===== config.mk =====
export PLATFORM = sky130hd
export DESIGN_NAME = patch_sysex_top
export DESIGN_NICKNAME = d
export VERILOG_FILES = /design/src/synth_patch_pkg.sv /design/src/patch_dump_counter.sv /design/src/patch_param_bank.sv /design/src/patch_sysex_top.sv /design/src/sysex_dump_tx.sv /design/src/sysex_parser.sv
export VERILOG_INCLUDE_DIRS = /design/src
export SDC_FILE = /design/constraint.sdc
export NUM_CORES = 2
export LEC_CHECK = 0
export BUFFER_PORTS_ARGS = -buffer_cell sky130_fd_sc_hd__buf_4
export CORE_AREA = 2 2 538 540
export CTS_BUF_LIST = sky130_fd_sc_hd__clkbuf_2
export DETAILED_ROUTE_END_ITERATION = 10
export DIE_AREA = 0 0 540 542
export PLACE_DENSITY_LB_ADDON = 0.1
export REMOVE_ABC_BUFFERS = 1
export SLEW_MARGIN = 10
export SYNTH_ARGS = -nofsm -noshare
export SYNTH_HDL_FRONTEND = slang
export SYNTH_SLANG_ARGS = --single-unit

===== constraint.sdc =====
create_clock -name read -period 8.9 [get_ports read]
set_clock_uncertainty 0.05 [all_clocks]
set_input_delay 1.78 -clock read [delete_from_list [all_inputs] [get_ports read]]
set_output_delay 1.78 -clock read [all_outputs]
set_load 0.02 [all_outputs]

===== src/synth_patch_defs.svh =====
`ifndef SYNTH_PATCH_DEFS_SVH
`define SYNTH_PATCH_DEFS_SVH

`define V_OSC           4           // Oscillators per voice

// SysEx framing and command bytes
`define SYSEX_START     8'hF0
`define SYSEX_END       8'hF7
`define SYSEX_ID        8'h7D       // Id this synth answers to
`define CMD_WRITE       8'h01
`define CMD_DUMP_REQ    8'h02
`define CMD_DUMP        8'h03

`define TX_GAP          4           // Cycles between dump bytes, at least 2
`define DUMP_LEN        134         // 4 header, 128 data, checksum, end

// Power-on patch
`define DEF_LEVEL       8'h40
`define DEF_PAN         8'h40
`define DEF_VOLUME      8'h40
`define DEF_NAME_CHAR   8'h20       // ASCII space

`endif


===== src/synth_patch_pkg.sv =====
package synth_patch_pkg;

    typedef logic [7:0]        midi_byte_t;     // Raw MIDI byte
    typedef logic [6:0]        adr_t;           // Address inside a block
    typedef logic signed [7:0] param_t;         // One patch parameter

    typedef enum logic [1:0] {
        BLK_OSC    = 2'd0,
        BLK_COMMON = 2'd1,
        BLK_MAT1   = 2'd2,
        BLK_MAT2   = 2'd3
    } block_t;

    typedef enum logic [2:0] {
        ST_IDLE,                                // Waiting for F0
        ST_ID,
        ST_CMD,
        ST_BLOCK,
        ST_ADR,
        ST_DATA,
        ST_END,
        ST_SKIP                                 // Not for us, wait for next F0
    } parser_state_t;

endpackage


===== src/patch_dump_counter.sv =====
`include "synth_patch_defs.svh"

module patch_dump_counter (
    input  logic                          read,
    input  logic                          reset_data_N,
    input  logic                          dump_start,
    output logic                          dump_busy,
    output logic [$clog2(`DUMP_LEN)-1:0]  dump_idx,
    output logic                          tx_tick
);
    localparam int IDX_W = $clog2(`DUMP_LEN);
    localparam int GAP_W = $clog2(`TX_GAP);
    localparam logic [IDX_W-1:0] IDX_LAST = IDX_W'(`DUMP_LEN - 1);
    localparam logic [GAP_W-1:0] GAP_LAST = GAP_W'(`TX_GAP - 1);

    logic [GAP_W-1:0] gap_cnt;
    logic             last_sent;                // Final byte ticked, drop busy next

    assign tx_tick = dump_busy && (gap_cnt == GAP_LAST);

    always_ff @(posedge read) begin
        if (!reset_data_N) begin
            dump_busy <= 1'b0;
            dump_idx  <= '0;
            gap_cnt   <= '0;
            last_sent <= 1'b0;
        end else if (!dump_busy) begin
            if (dump_start) begin
                dump_busy <= 1'b1;
                dump_idx  <= '0;
                gap_cnt   <= '0;
            end
        end else if (last_sent) begin
            dump_busy <= 1'b0;
            last_sent <= 1'b0;
        end else begin
            gap_cnt <= tx_tick ? '0 : gap_cnt + 1'b1;
            if (tx_tick) begin
                if (dump_idx == IDX_LAST)
                    last_sent <= 1'b1;
                else
                    dump_idx <= dump_idx + 1'b1;
            end
        end
    end

    a_idx_range: assert property (@(posedge read) disable iff (!reset_data_N)
        dump_busy |-> dump_idx <= IDX_LAST);

endmodule


===== src/patch_param_bank.sv =====
`include "synth_patch_defs.svh"

module patch_param_bank (
    input  logic                        read,
    input  logic                        reset_data_N,
    input  logic                        wr_en,
    input  synth_patch_pkg::block_t     wr_block,
    input  synth_patch_pkg::adr_t       wr_adr,
    input  synth_patch_pkg::param_t     wr_data,
    input  synth_patch_pkg::block_t     rd_block,
    input  synth_patch_pkg::adr_t       rd_adr,
    output synth_patch_pkg::param_t     rd_data,
    output synth_patch_pkg::param_t     osc_lvl      [`V_OSC-1:0],
    output synth_patch_pkg::param_t     osc_mod      [`V_OSC-1:0],
    output synth_patch_pkg::param_t     osc_feedb    [`V_OSC-1:0],
    output synth_patch_pkg::param_t     osc_pan      [`V_OSC-1:0],
    output synth_patch_pkg::param_t     osc_mod_in   [`V_OSC-1:0],
    output synth_patch_pkg::param_t     osc_feedb_in [`V_OSC-1:0],
    output synth_patch_pkg::param_t     m_vol,
    output synth_patch_pkg::midi_byte_t patch_name   [15:0],
    output synth_patch_pkg::param_t     mod_matrix_a [15:0][`V_OSC-1:0],
    output synth_patch_pkg::param_t     mod_matrix_b [15:0][`V_OSC-1:0]
);
    import synth_patch_pkg::*;

    logic [2:0] wr_osc;                         // Upper address bits pick the osc
    logic [3:0] wr_sub;                         // Param offset or matrix row
    logic [2:0] rd_osc;
    logic [3:0] rd_sub;
    param_t     rd_val;

    assign wr_osc = wr_adr[6:4];
    assign wr_sub = wr_adr[3:0];
    assign rd_osc = rd_adr[6:4];
    assign rd_sub = rd_adr[3:0];

    always_ff @(posedge read) begin
        if (!reset_data_N) begin
            for (int o = 0; o < `V_OSC; o++) begin
                osc_lvl[o]      <= (o < 2) ? `DEF_LEVEL : 8'h00;
                osc_mod[o]      <= '0;
                osc_feedb[o]    <= '0;
                osc_pan[o]      <= `DEF_PAN;
                osc_mod_in[o]   <= '0;
                osc_feedb_in[o] <= '0;
            end
            for (int r = 0; r < 16; r++) begin
                patch_name[r] <= `DEF_NAME_CHAR;
                for (int o = 0; o < `V_OSC; o++) begin
                    mod_matrix_a[r][o] <= '0;
                    mod_matrix_b[r][o] <= '0;
                end
            end
            m_vol <= `DEF_VOLUME;
        end else if (wr_en) begin
            case (wr_block)
                BLK_OSC: begin
                    for (int o = 0; o < `V_OSC; o++) begin
                        if (wr_osc == 3'(o)) begin
                            case (wr_sub)
                                4'd2:    osc_lvl[o]      <= wr_data;
                                4'd3:    osc_mod[o]      <= wr_data;
                                4'd4:    osc_feedb[o]    <= wr_data;
                                4'd7:    osc_pan[o]      <= wr_data;
                                4'd10:   osc_mod_in[o]   <= wr_data;
                                4'd11:   osc_feedb_in[o] <= wr_data;
                                default: ;
                            endcase
                        end
                    end
                end
                BLK_COMMON: begin
                    if (wr_adr == 7'd1)
                        m_vol <= wr_data;
                    else if (wr_osc == 3'd1)
                        patch_name[wr_sub] <= wr_data;    // Name at 16..31
                end
                BLK_MAT1: begin
                    for (int o = 0; o < `V_OSC; o++) begin
                        if (wr_osc == 3'(o))
                            mod_matrix_a[wr_sub][o] <= wr_data;
                    end
                end
                BLK_MAT2: begin
                    for (int o = 0; o < `V_OSC; o++) begin
                        if (wr_osc == 3'(o))
                            mod_matrix_b[wr_sub][o] <= wr_data;
                    end
                end
                default: ;
            endcase
        end
    end

    // Same map for reading, holes give zero
    always_comb begin
        rd_val = '0;
        case (rd_block)
            BLK_OSC: begin
                for (int o = 0; o < `V_OSC; o++) begin
                    if (rd_osc == 3'(o)) begin
                        case (rd_sub)
                            4'd2:    rd_val = osc_lvl[o];
                            4'd3:    rd_val = osc_mod[o];
                            4'd4:    rd_val = osc_feedb[o];
                            4'd7:    rd_val = osc_pan[o];
                            4'd10:   rd_val = osc_mod_in[o];
                            4'd11:   rd_val = osc_feedb_in[o];
                            default: ;
                        endcase
                    end
                end
            end
            BLK_COMMON: begin
                if (rd_adr == 7'd1)
                    rd_val = m_vol;
                else if (rd_osc == 3'd1)
                    rd_val = param_t'(patch_name[rd_sub]);
            end
            BLK_MAT1: begin
                for (int o = 0; o < `V_OSC; o++) begin
                    if (rd_osc == 3'(o))
                        rd_val = mod_matrix_a[rd_sub][o];
                end
            end
            BLK_MAT2: begin
                for (int o = 0; o < `V_OSC; o++) begin
                    if (rd_osc == 3'(o))
                        rd_val = mod_matrix_b[rd_sub][o];
                end
            end
            default: ;
        endcase
    end

    always_ff @(posedge read) begin
        rd_data <= rd_val;
    end

    a_wr_known: assert property (@(posedge read) disable iff (!reset_data_N)
        wr_en |-> !$isunknown({wr_block, wr_adr, wr_data}));

endmodule


===== src/patch_sysex_top.sv =====
`include "synth_patch_defs.svh"

module patch_sysex_top (
    input  logic                        read,
    input  logic                        reset_data_N,
    input  synth_patch_pkg::midi_byte_t midi_byte,
    input  logic                        byte_strobe,
    output synth_patch_pkg::midi_byte_t tx_byte,
    output logic                        tx_strobe,
    output logic                        dump_busy,
    output synth_patch_pkg::param_t     osc_lvl      [`V_OSC-1:0],
    output synth_patch_pkg::param_t     osc_mod      [`V_OSC-1:0],
    output synth_patch_pkg::param_t     osc_feedb    [`V_OSC-1:0],
    output synth_patch_pkg::param_t     osc_pan      [`V_OSC-1:0],
    output synth_patch_pkg::param_t     osc_mod_in   [`V_OSC-1:0],
    output synth_patch_pkg::param_t     osc_feedb_in [`V_OSC-1:0],
    output synth_patch_pkg::param_t     m_vol,
    output synth_patch_pkg::midi_byte_t patch_name   [15:0],
    output synth_patch_pkg::param_t     mod_matrix_a [15:0][`V_OSC-1:0],
    output synth_patch_pkg::param_t     mod_matrix_b [15:0][`V_OSC-1:0]
);
    import synth_patch_pkg::*;

    logic                         wr_en;
    block_t                       wr_block;
    adr_t                         wr_adr;
    param_t                       wr_data;
    logic                         dump_start;
    block_t                       dump_block;
    logic [$clog2(`DUMP_LEN)-1:0] dump_idx;
    logic                         tx_tick;
    block_t                       rd_block;
    adr_t                         rd_adr;
    param_t                       rd_data;

    sysex_parser sysex_parser_inst (
        .read, .reset_data_N, .midi_byte, .byte_strobe, .dump_busy,
        .wr_en, .wr_block, .wr_adr, .wr_data, .dump_start, .dump_block
    );

    patch_dump_counter patch_dump_counter_inst (
        .read, .reset_data_N, .dump_start, .dump_busy, .dump_idx, .tx_tick
    );

    patch_param_bank patch_param_bank_inst (
        .read, .reset_data_N, .wr_en, .wr_block, .wr_adr, .wr_data,
        .rd_block, .rd_adr, .rd_data,
        .osc_lvl, .osc_mod, .osc_feedb, .osc_pan, .osc_mod_in, .osc_feedb_in,
        .m_vol, .patch_name, .mod_matrix_a, .mod_matrix_b
    );

    sysex_dump_tx sysex_dump_tx_inst (
        .read, .reset_data_N, .dump_busy, .dump_idx, .tx_tick, .dump_block,
        .rd_data, .rd_block, .rd_adr, .tx_byte, .tx_strobe
    );

endmodule


===== src/sysex_dump_tx.sv =====
`include "synth_patch_defs.svh"

module sysex_dump_tx (
    input  logic                          read,
    input  logic                          reset_data_N,
    input  logic                          dump_busy,
    input  logic [$clog2(`DUMP_LEN)-1:0]  dump_idx,
    input  logic                          tx_tick,
    input  synth_patch_pkg::block_t       dump_block,
    input  synth_patch_pkg::param_t       rd_data,
    output synth_patch_pkg::block_t       rd_block,
    output synth_patch_pkg::adr_t         rd_adr,
    output synth_patch_pkg::midi_byte_t   tx_byte,
    output logic                          tx_strobe
);
    import synth_patch_pkg::*;

    localparam int IDX_W = $clog2(`DUMP_LEN);
    localparam logic [IDX_W-1:0] IDX_DATA0 = IDX_W'(4);
    localparam logic [IDX_W-1:0] IDX_CHK   = IDX_W'(`DUMP_LEN - 2);
    localparam logic [IDX_W-1:0] IDX_END   = IDX_W'(`DUMP_LEN - 1);

    logic [6:0] sum;                            // Running sum of data bytes, mod 128
    logic       in_data;
    midi_byte_t nxt_byte;

    // Address follows the index, so the bank has the whole gap to answer
    assign rd_block = dump_block;
    assign rd_adr   = adr_t'(dump_idx - IDX_DATA0);
    assign in_data  = (dump_idx >= IDX_DATA0) && (dump_idx < IDX_CHK);

    always_comb begin
        case (dump_idx)
            IDX_W'(0): nxt_byte = `SYSEX_START;
            IDX_W'(1): nxt_byte = `SYSEX_ID;
            IDX_W'(2): nxt_byte = `CMD_DUMP;
            IDX_W'(3): nxt_byte = {6'd0, dump_block};
            IDX_CHK:   nxt_byte = {1'b0, 7'd0 - sum};
            IDX_END:   nxt_byte = `SYSEX_END;
            default:   nxt_byte = {1'b0, rd_data[6:0]};
        endcase
    end

    always_ff @(posedge read) begin
        if (!reset_data_N) begin
            tx_strobe <= 1'b0;
            sum       <= '0;
        end else begin
            tx_strobe <= tx_tick;
            if (!dump_busy)
                sum <= '0;
            else if (tx_tick && in_data)
                sum <= sum + rd_data[6:0];
        end
    end

    always_ff @(posedge read) begin
        if (tx_tick)
            tx_byte <= nxt_byte;
    end

    a_strobe_busy: assert property (@(posedge read) disable iff (!reset_data_N)
        tx_strobe |-> dump_busy);

endmodule


===== src/sysex_parser.sv =====
`include "synth_patch_defs.svh"

module sysex_parser (
    input  logic                       read,
    input  logic                       reset_data_N,
    input  synth_patch_pkg::midi_byte_t midi_byte,
    input  logic                       byte_strobe,
    input  logic                       dump_busy,
    output logic                       wr_en,
    output synth_patch_pkg::block_t    wr_block,
    output synth_patch_pkg::adr_t      wr_adr,
    output synth_patch_pkg::param_t    wr_data,
    output logic                       dump_start,
    output synth_patch_pkg::block_t    dump_block
);
    import synth_patch_pkg::*;

    parser_state_t state;
    logic          is_wr;                       // Set for a write message
    logic          stray;

    // Status byte inside a message other than F7 in the end slot
    assign stray = midi_byte[7] && !(state == ST_END && midi_byte == `SYSEX_END);

    always_ff @(posedge read) begin
        if (!reset_data_N) begin
            state      <= ST_IDLE;
            is_wr      <= 1'b0;
            wr_en      <= 1'b0;
            dump_start <= 1'b0;
            dump_block <= BLK_OSC;
        end else begin
            wr_en      <= 1'b0;
            dump_start <= 1'b0;
            if (byte_strobe) begin
                if (midi_byte == `SYSEX_START) begin
                    state <= ST_ID;             // Also restarts a broken message
                end else if (stray) begin
                    state <= ST_IDLE;
                end else begin
                    case (state)
                        ST_ID: begin
                            state <= (midi_byte == `SYSEX_ID) ? ST_CMD : ST_SKIP;
                        end
                        ST_CMD: begin
                            is_wr <= (midi_byte == `CMD_WRITE);
                            if (midi_byte == `CMD_WRITE || midi_byte == `CMD_DUMP_REQ)
                                state <= ST_BLOCK;
                            else
                                state <= ST_SKIP;
                        end
                        ST_BLOCK: begin
                            wr_block <= block_t'(midi_byte[1:0]);
                            if (midi_byte[6:2] != 5'd0)
                                state <= ST_SKIP;   // No such block
                            else
                                state <= is_wr ? ST_ADR : ST_END;
                        end
                        ST_ADR: begin
                            wr_adr <= midi_byte[6:0];
                            state  <= ST_DATA;
                        end
                        ST_DATA: begin
                            wr_data <= {1'b0, midi_byte[6:0]};
                            state   <= ST_END;
                        end
                        ST_END: begin
                            if (midi_byte == `SYSEX_END) begin
                                state <= ST_IDLE;
                                if (is_wr) begin
                                    wr_en <= 1'b1;
                                end else if (!dump_busy) begin
                                    dump_start <= 1'b1;
                                    dump_block <= wr_block;
                                end
                            end else begin
                                state <= ST_SKIP;   // Too many data bytes
                            end
                        end
                        default: ;              // Idle and skip drop data bytes
                    endcase
                end
            end
        end
    end

    a_one_cmd: assert property (@(posedge read) disable iff (!reset_data_N)
        !(wr_en && dump_start));

endmodule


==> flow_results.org <==
** Critical path
- Start-to-end type of the worst setup path :: flip-flop to flip-flop
- Nature of the critical path endpoint :: flip-flop
- Maximum fanout encountered on the critical timing path :: 82
- STA puts the critical path data required time at 10.43 ns.
- Critical path arrival :: 6.88 ns
- STA classifies the critical path startpoint as a flip-flop.
- Traced cell by cell, the critical path runs through buf_4 > buf_12 > mux2_2 > o22ai_1 > nor2_1 > a22oi_1 > a31oi_1 > o31ai_1 > o221ai_1.
- Worst stage delay on the critical path :: 1.13 ns
- The largest individual stage delay along the critical path comes from the cell o31ai_1.

** Power and ir drop
- In this run the static leakage power is 0.02632 uW.
- The completed layout was analyzed and its total power is 10,450 uW.
- Power per Cell Area :: 145.0 nW/um^2
- IR analysis of the VDD net gives a maximum drop of 0.00007720 V.

** Detailed routing
- Detail-routed net length per standard cell :: 31.49 um
- Detailed-routing iteration count for the pre-antenna-repair pass :: 6
- Number of design rule violations left after detail routing :: 0
- The routed layout has 56,095 vias.
- For this block, the initial DRC count from the detailed router was 4,700.
- Ratio of routed vias to standard cells :: 4.796
- Aggregate routed wire length :: 368.3 mm
- Once detail routing completed, the nets flagged for antenna violations numbered 0.

** Synth
- A synthesized cell averages 8.695 sq um.
- Number of synthesized register bits :: 1,242
- The biggest area contributor in the post-synthesis netlist is dfxtp_1.
- Synth top area cells :: dfxtp_1 (43%), mux4_2 (9.8%), nand2_1 (8.3%)
- In the synthesized netlist the async set-or-reset flop fraction comes to 0%.
- Sequential area share after synthesis :: 44.39%
- For this run, the leading register cell type out of synthesis is dfxtp_1.
- Unique cell type count in the Yosys netlist :: 75
- Cells after Synth :: 6,504
- The mapped netlist covers 56,550 sq um.
- For this run, the number of Yosys warnings is 0.
- Post-synth EDFFs :: 24
- Yosys top cell area share :: 43.12%

** Job
- Max-cap violations in this run came to 0.

** Clock network
- Clock insertion delay at the later pin of the skew report :: 1.82 ns
- In this run the number of H-tree levels came out at 5.
- Root buffer cell :: clkbuf_2
- After clock tree synthesis, the clock-pin slew on the worst setup and hold paths is 0.10 ns.
- CTS tree :: yes
- The clock passes through at most 4 buffers.
- Counting every sink on the clock net gives 1,242.
- Clock tree synthesis inserted a total of 387 buffers.

** Outcome
- The checks that failed: slew limit.
- Run status :: finished, violations left

** STA
- Fmax :: 186.9 MHz
- The final critical path takes up 60.12% of the cycle.
- The routed design could run at a clock period as short as 5.351 ns.
- The max-slew violation count was 43.
- Setup repair after global routing left no endpoint under its margin.
- Setup TNS Final :: 0 ns
- The final count of hold timing violations is 0.
- At the pin with the least slew margin, the transition time is 1.509 ns.
- Remaining max-slew budget at the tightest pin :: -0.5790%
- Final setup viols :: 0

** Die
- From left edge to right edge, the die measures 540 um.
- I/O pin cnt :: 1,373
- The die is 542 um tall.
- Cell row count :: 197
- The die covers 292,700 sq um.
- Total core area :: 286,900 sq um
- Initial Util :: 19.71%

** Placement
- Post-detail-place hpwl :: 266.1 mm
- The congestion estimate from routability-driven global placement came to 0.8424.
- During placement, the flow inserted port buffers numbering 1,203.

** Layout
- The net count of the finished layout is 7,689.
- Relative to the synthesized area, the layout overhead comes to 27.42%.
- Fillcell total :: 31,636
- In the final layout, the share of cells above drive strength 1 is 28.24%.

** Global route
- For met1 alone, demand over resource in global routing was 30.07%.
- The initial antenna violation count is 24.
- Met2 GRT Util :: 39.26%
- The global routing stage identified its most utilized layer as met2.
- Global routing consumed, on the met3 layer, 7.094% of the routing resources.
- Global routing finished with a remaining overflow of 0.
- Wire length of the first global-routing pass :: 492.2 mm
- The number of global-route vias before repair came to 54,099.
- Pin count of the biggest net entering global routing :: 186
- In the global route stage, overall resource usage came out at 24.04%.

** Worst hold path
- Kind of path behind the tightest hold check :: flip-flop to flip-flop
## final timing paths
| path | start | end | slack, ns | depth (start not counted) |
|---|---|---|---|---|
| max | patch_dump_counter_inst.dump_idx[1]$_SDFFE_PN0P_ | patch_param_bank_inst.rd_data[1]$_DFF_P_ | 3.55 | 9 |
| min | patch_param_bank_inst.mod_matrix_b[332]$_SDFFE_PN0P_ | patch_param_bank_inst.mod_matrix_b[332]$_SDFFE_PN0P_ | 0.42 | 2 |
| max reg2reg | patch_dump_counter_inst.dump_idx[1]$_SDFFE_PN0P_ | patch_param_bank_inst.rd_data[1]$_DFF_P_ | 3.55 | 9 |
| min reg2reg | patch_param_bank_inst.mod_matrix_b[332]$_SDFFE_PN0P_ | patch_param_bank_inst.mod_matrix_b[332]$_SDFFE_PN0P_ | 0.42 | 2 |
## sequential cells by signal, summed over array words and instances (netlist names), 3 cells and up
| name | count |
|---|---|
| sysex_parser_inst.wr_adr | 7 |
| patch_param_bank_inst.mod_matrix_a | 448 |
| sysex_parser_inst.state | 3 |
| patch_param_bank_inst.osc_feedb | 28 |
| patch_param_bank_inst.rd_data | 7 |
| patch_param_bank_inst.osc_mod | 28 |
| sysex_dump_tx_inst.sum | 7 |
| patch_param_bank_inst.osc_pan | 28 |
| patch_param_bank_inst.mod_matrix_b | 448 |
| patch_param_bank_inst.osc_mod_in | 28 |
| patch_param_bank_inst.m_vol | 7 |
| sysex_dump_tx_inst.tx_byte | 8 |
| sysex_parser_inst.wr_data | 7 |
| patch_param_bank_inst.osc_lvl | 28 |
| patch_param_bank_inst.patch_name | 112 |
| patch_dump_counter_inst.dump_idx | 8 |
| patch_param_bank_inst.osc_feedb_in | 28 |
## what timing repair did
| action | in CTS | in global routing |
|---|---|---|
| endpoints found under the hold margin | 30 | 0 |
| hold buffers | 11 | 0 |
| buffers inserted | 0 | 0 |
| gates resized for setup | 0 | 0 |
## worst max-delay path, delay by kind of cell (launching register included)
kind | cells | cell delay [ns]
AND/OR/NAND/NOR | 1 | 0.08
AO/OA/AOI/OAI | 5 | 2.27
buffers and inverters | 2 | 1.13
multiplexers | 1 | 0.53
flip-flops | 1 | 0.78
## per-layer routing
| layer | part of all wire (%) | wire length [um] |
|---|---|---|
| met5 | 0.0019 | 7 |
| met1 | 42 | 153400 |
| met4 | 3.5 | 12900 |
| met2 | 47 | 171500 |
| met3 | 8.3 | 30440 |
## where the power goes
part           internal (uW)  switching (uW)
logic                   17.6             189
clock network           1770            2900
registers               5570            2.25
total                   7360            3090
## cell type report
class                      count  area, sq um  share of cell area (%)
multi-input combinational   4659        28540                   39.61
sequential                  1242        25120                   34.85
timing repair buffer        1348        10290                   14.28
tap                         3781         4731                   6.565
clock buffer                 553         2768                   3.841
clock inverter                83        499.2                  0.6928
inverter                      22        93.84                  0.1302
antenna                        8        20.02                 0.02778
## through the flow
step | util [%] | setup WS (ns) | hold WS, ns | area [sq um] | cells
after floorplan | - | -13.88 | 0.3945 | 53490 | 5923
after global placement | 23.91 | 3.345 | 0.4075 | 68590 | 11039
after detailed placement | 23.93 | 3.476 | 0.4099 | 68660 | 11041
after CTS | 25.11 | 3.385 | 0.4243 | 72040 | 11688
after global routing | 25.11 | 3.392 | 0.4391 | 72050 | 11691
final | 25.12 | 3.549 | 0.4241 | 72060 | 11696
## layout by cell type, fill, tap and decap left out, drive strengths merged, types with 13 or more instances in the layout
| cell | count |
|---|---|
| buf | 1337 |
| nand2 | 1251 |
| dfxtp | 1218 |
| a21oi | 927 |
| nand3 | 695 |
| clkbuf | 553 |
| nor2 | 456 |
| mux2i | 337 |
| mux4 | 259 |
| conb | 169 |
| o21ai | 168 |
| a22oi | 90 |
| clkinv | 69 |
| nor3 | 32 |
| a31oi | 31 |
| inv | 26 |
| edfxtp | 24 |
| nand4 | 18 |
| ha | 17 |
| and3 | 16 |
| nor2b | 14 |
| mux2 | 14 |
| and2 | 13 |
| nand2b | 13 |
| a211oi | 13 |
## cell families (layout without fill, tap and decap cells)
kind of cell	after synthesis	count (layout)	synth area share, %
DFF	1242	1242	44.39
buffers and inverters	771	2006	6.677
AOI/OAI and AO/OA	1300	1300	12.46
and+or+nand+nor	2546	2546	19.11
adders and majority gates	18	18	0.4115
xor gates and xnor gates	16	16	0.2943
muxes	610	610	16.65
other	1	177	0.006631
## synth_stat cells (6+ instances only)
master,n
nand3_1,695
inv_1,21
nor2_1,456
nor4_1,7
nand3b_1,7
xor2_1,6
o22ai_1,11
and2_1,13
o21ai_0,167
buf_2,37
mux2_2,14
or3_1,6
a21o_1,8
buf_4,181
nor2b_1,14
dfxtp_1,1218
buf_6,12
and3_1,16
a211oi_1,12
nand4_1,18
a22oi_1,90
o221ai_1,10
clkbuf_1,470
mux4_2,245
mux2i_1,337
nor3_1,27
edfxtp_1,24
buf_1,44
nand2b_1,13
a21oi_1,927
a31oi_1,31
mux4_1,14
xnor2_1,8
ha_1,17
nand2_1,1251
Power figures use the tool's default switching activity.
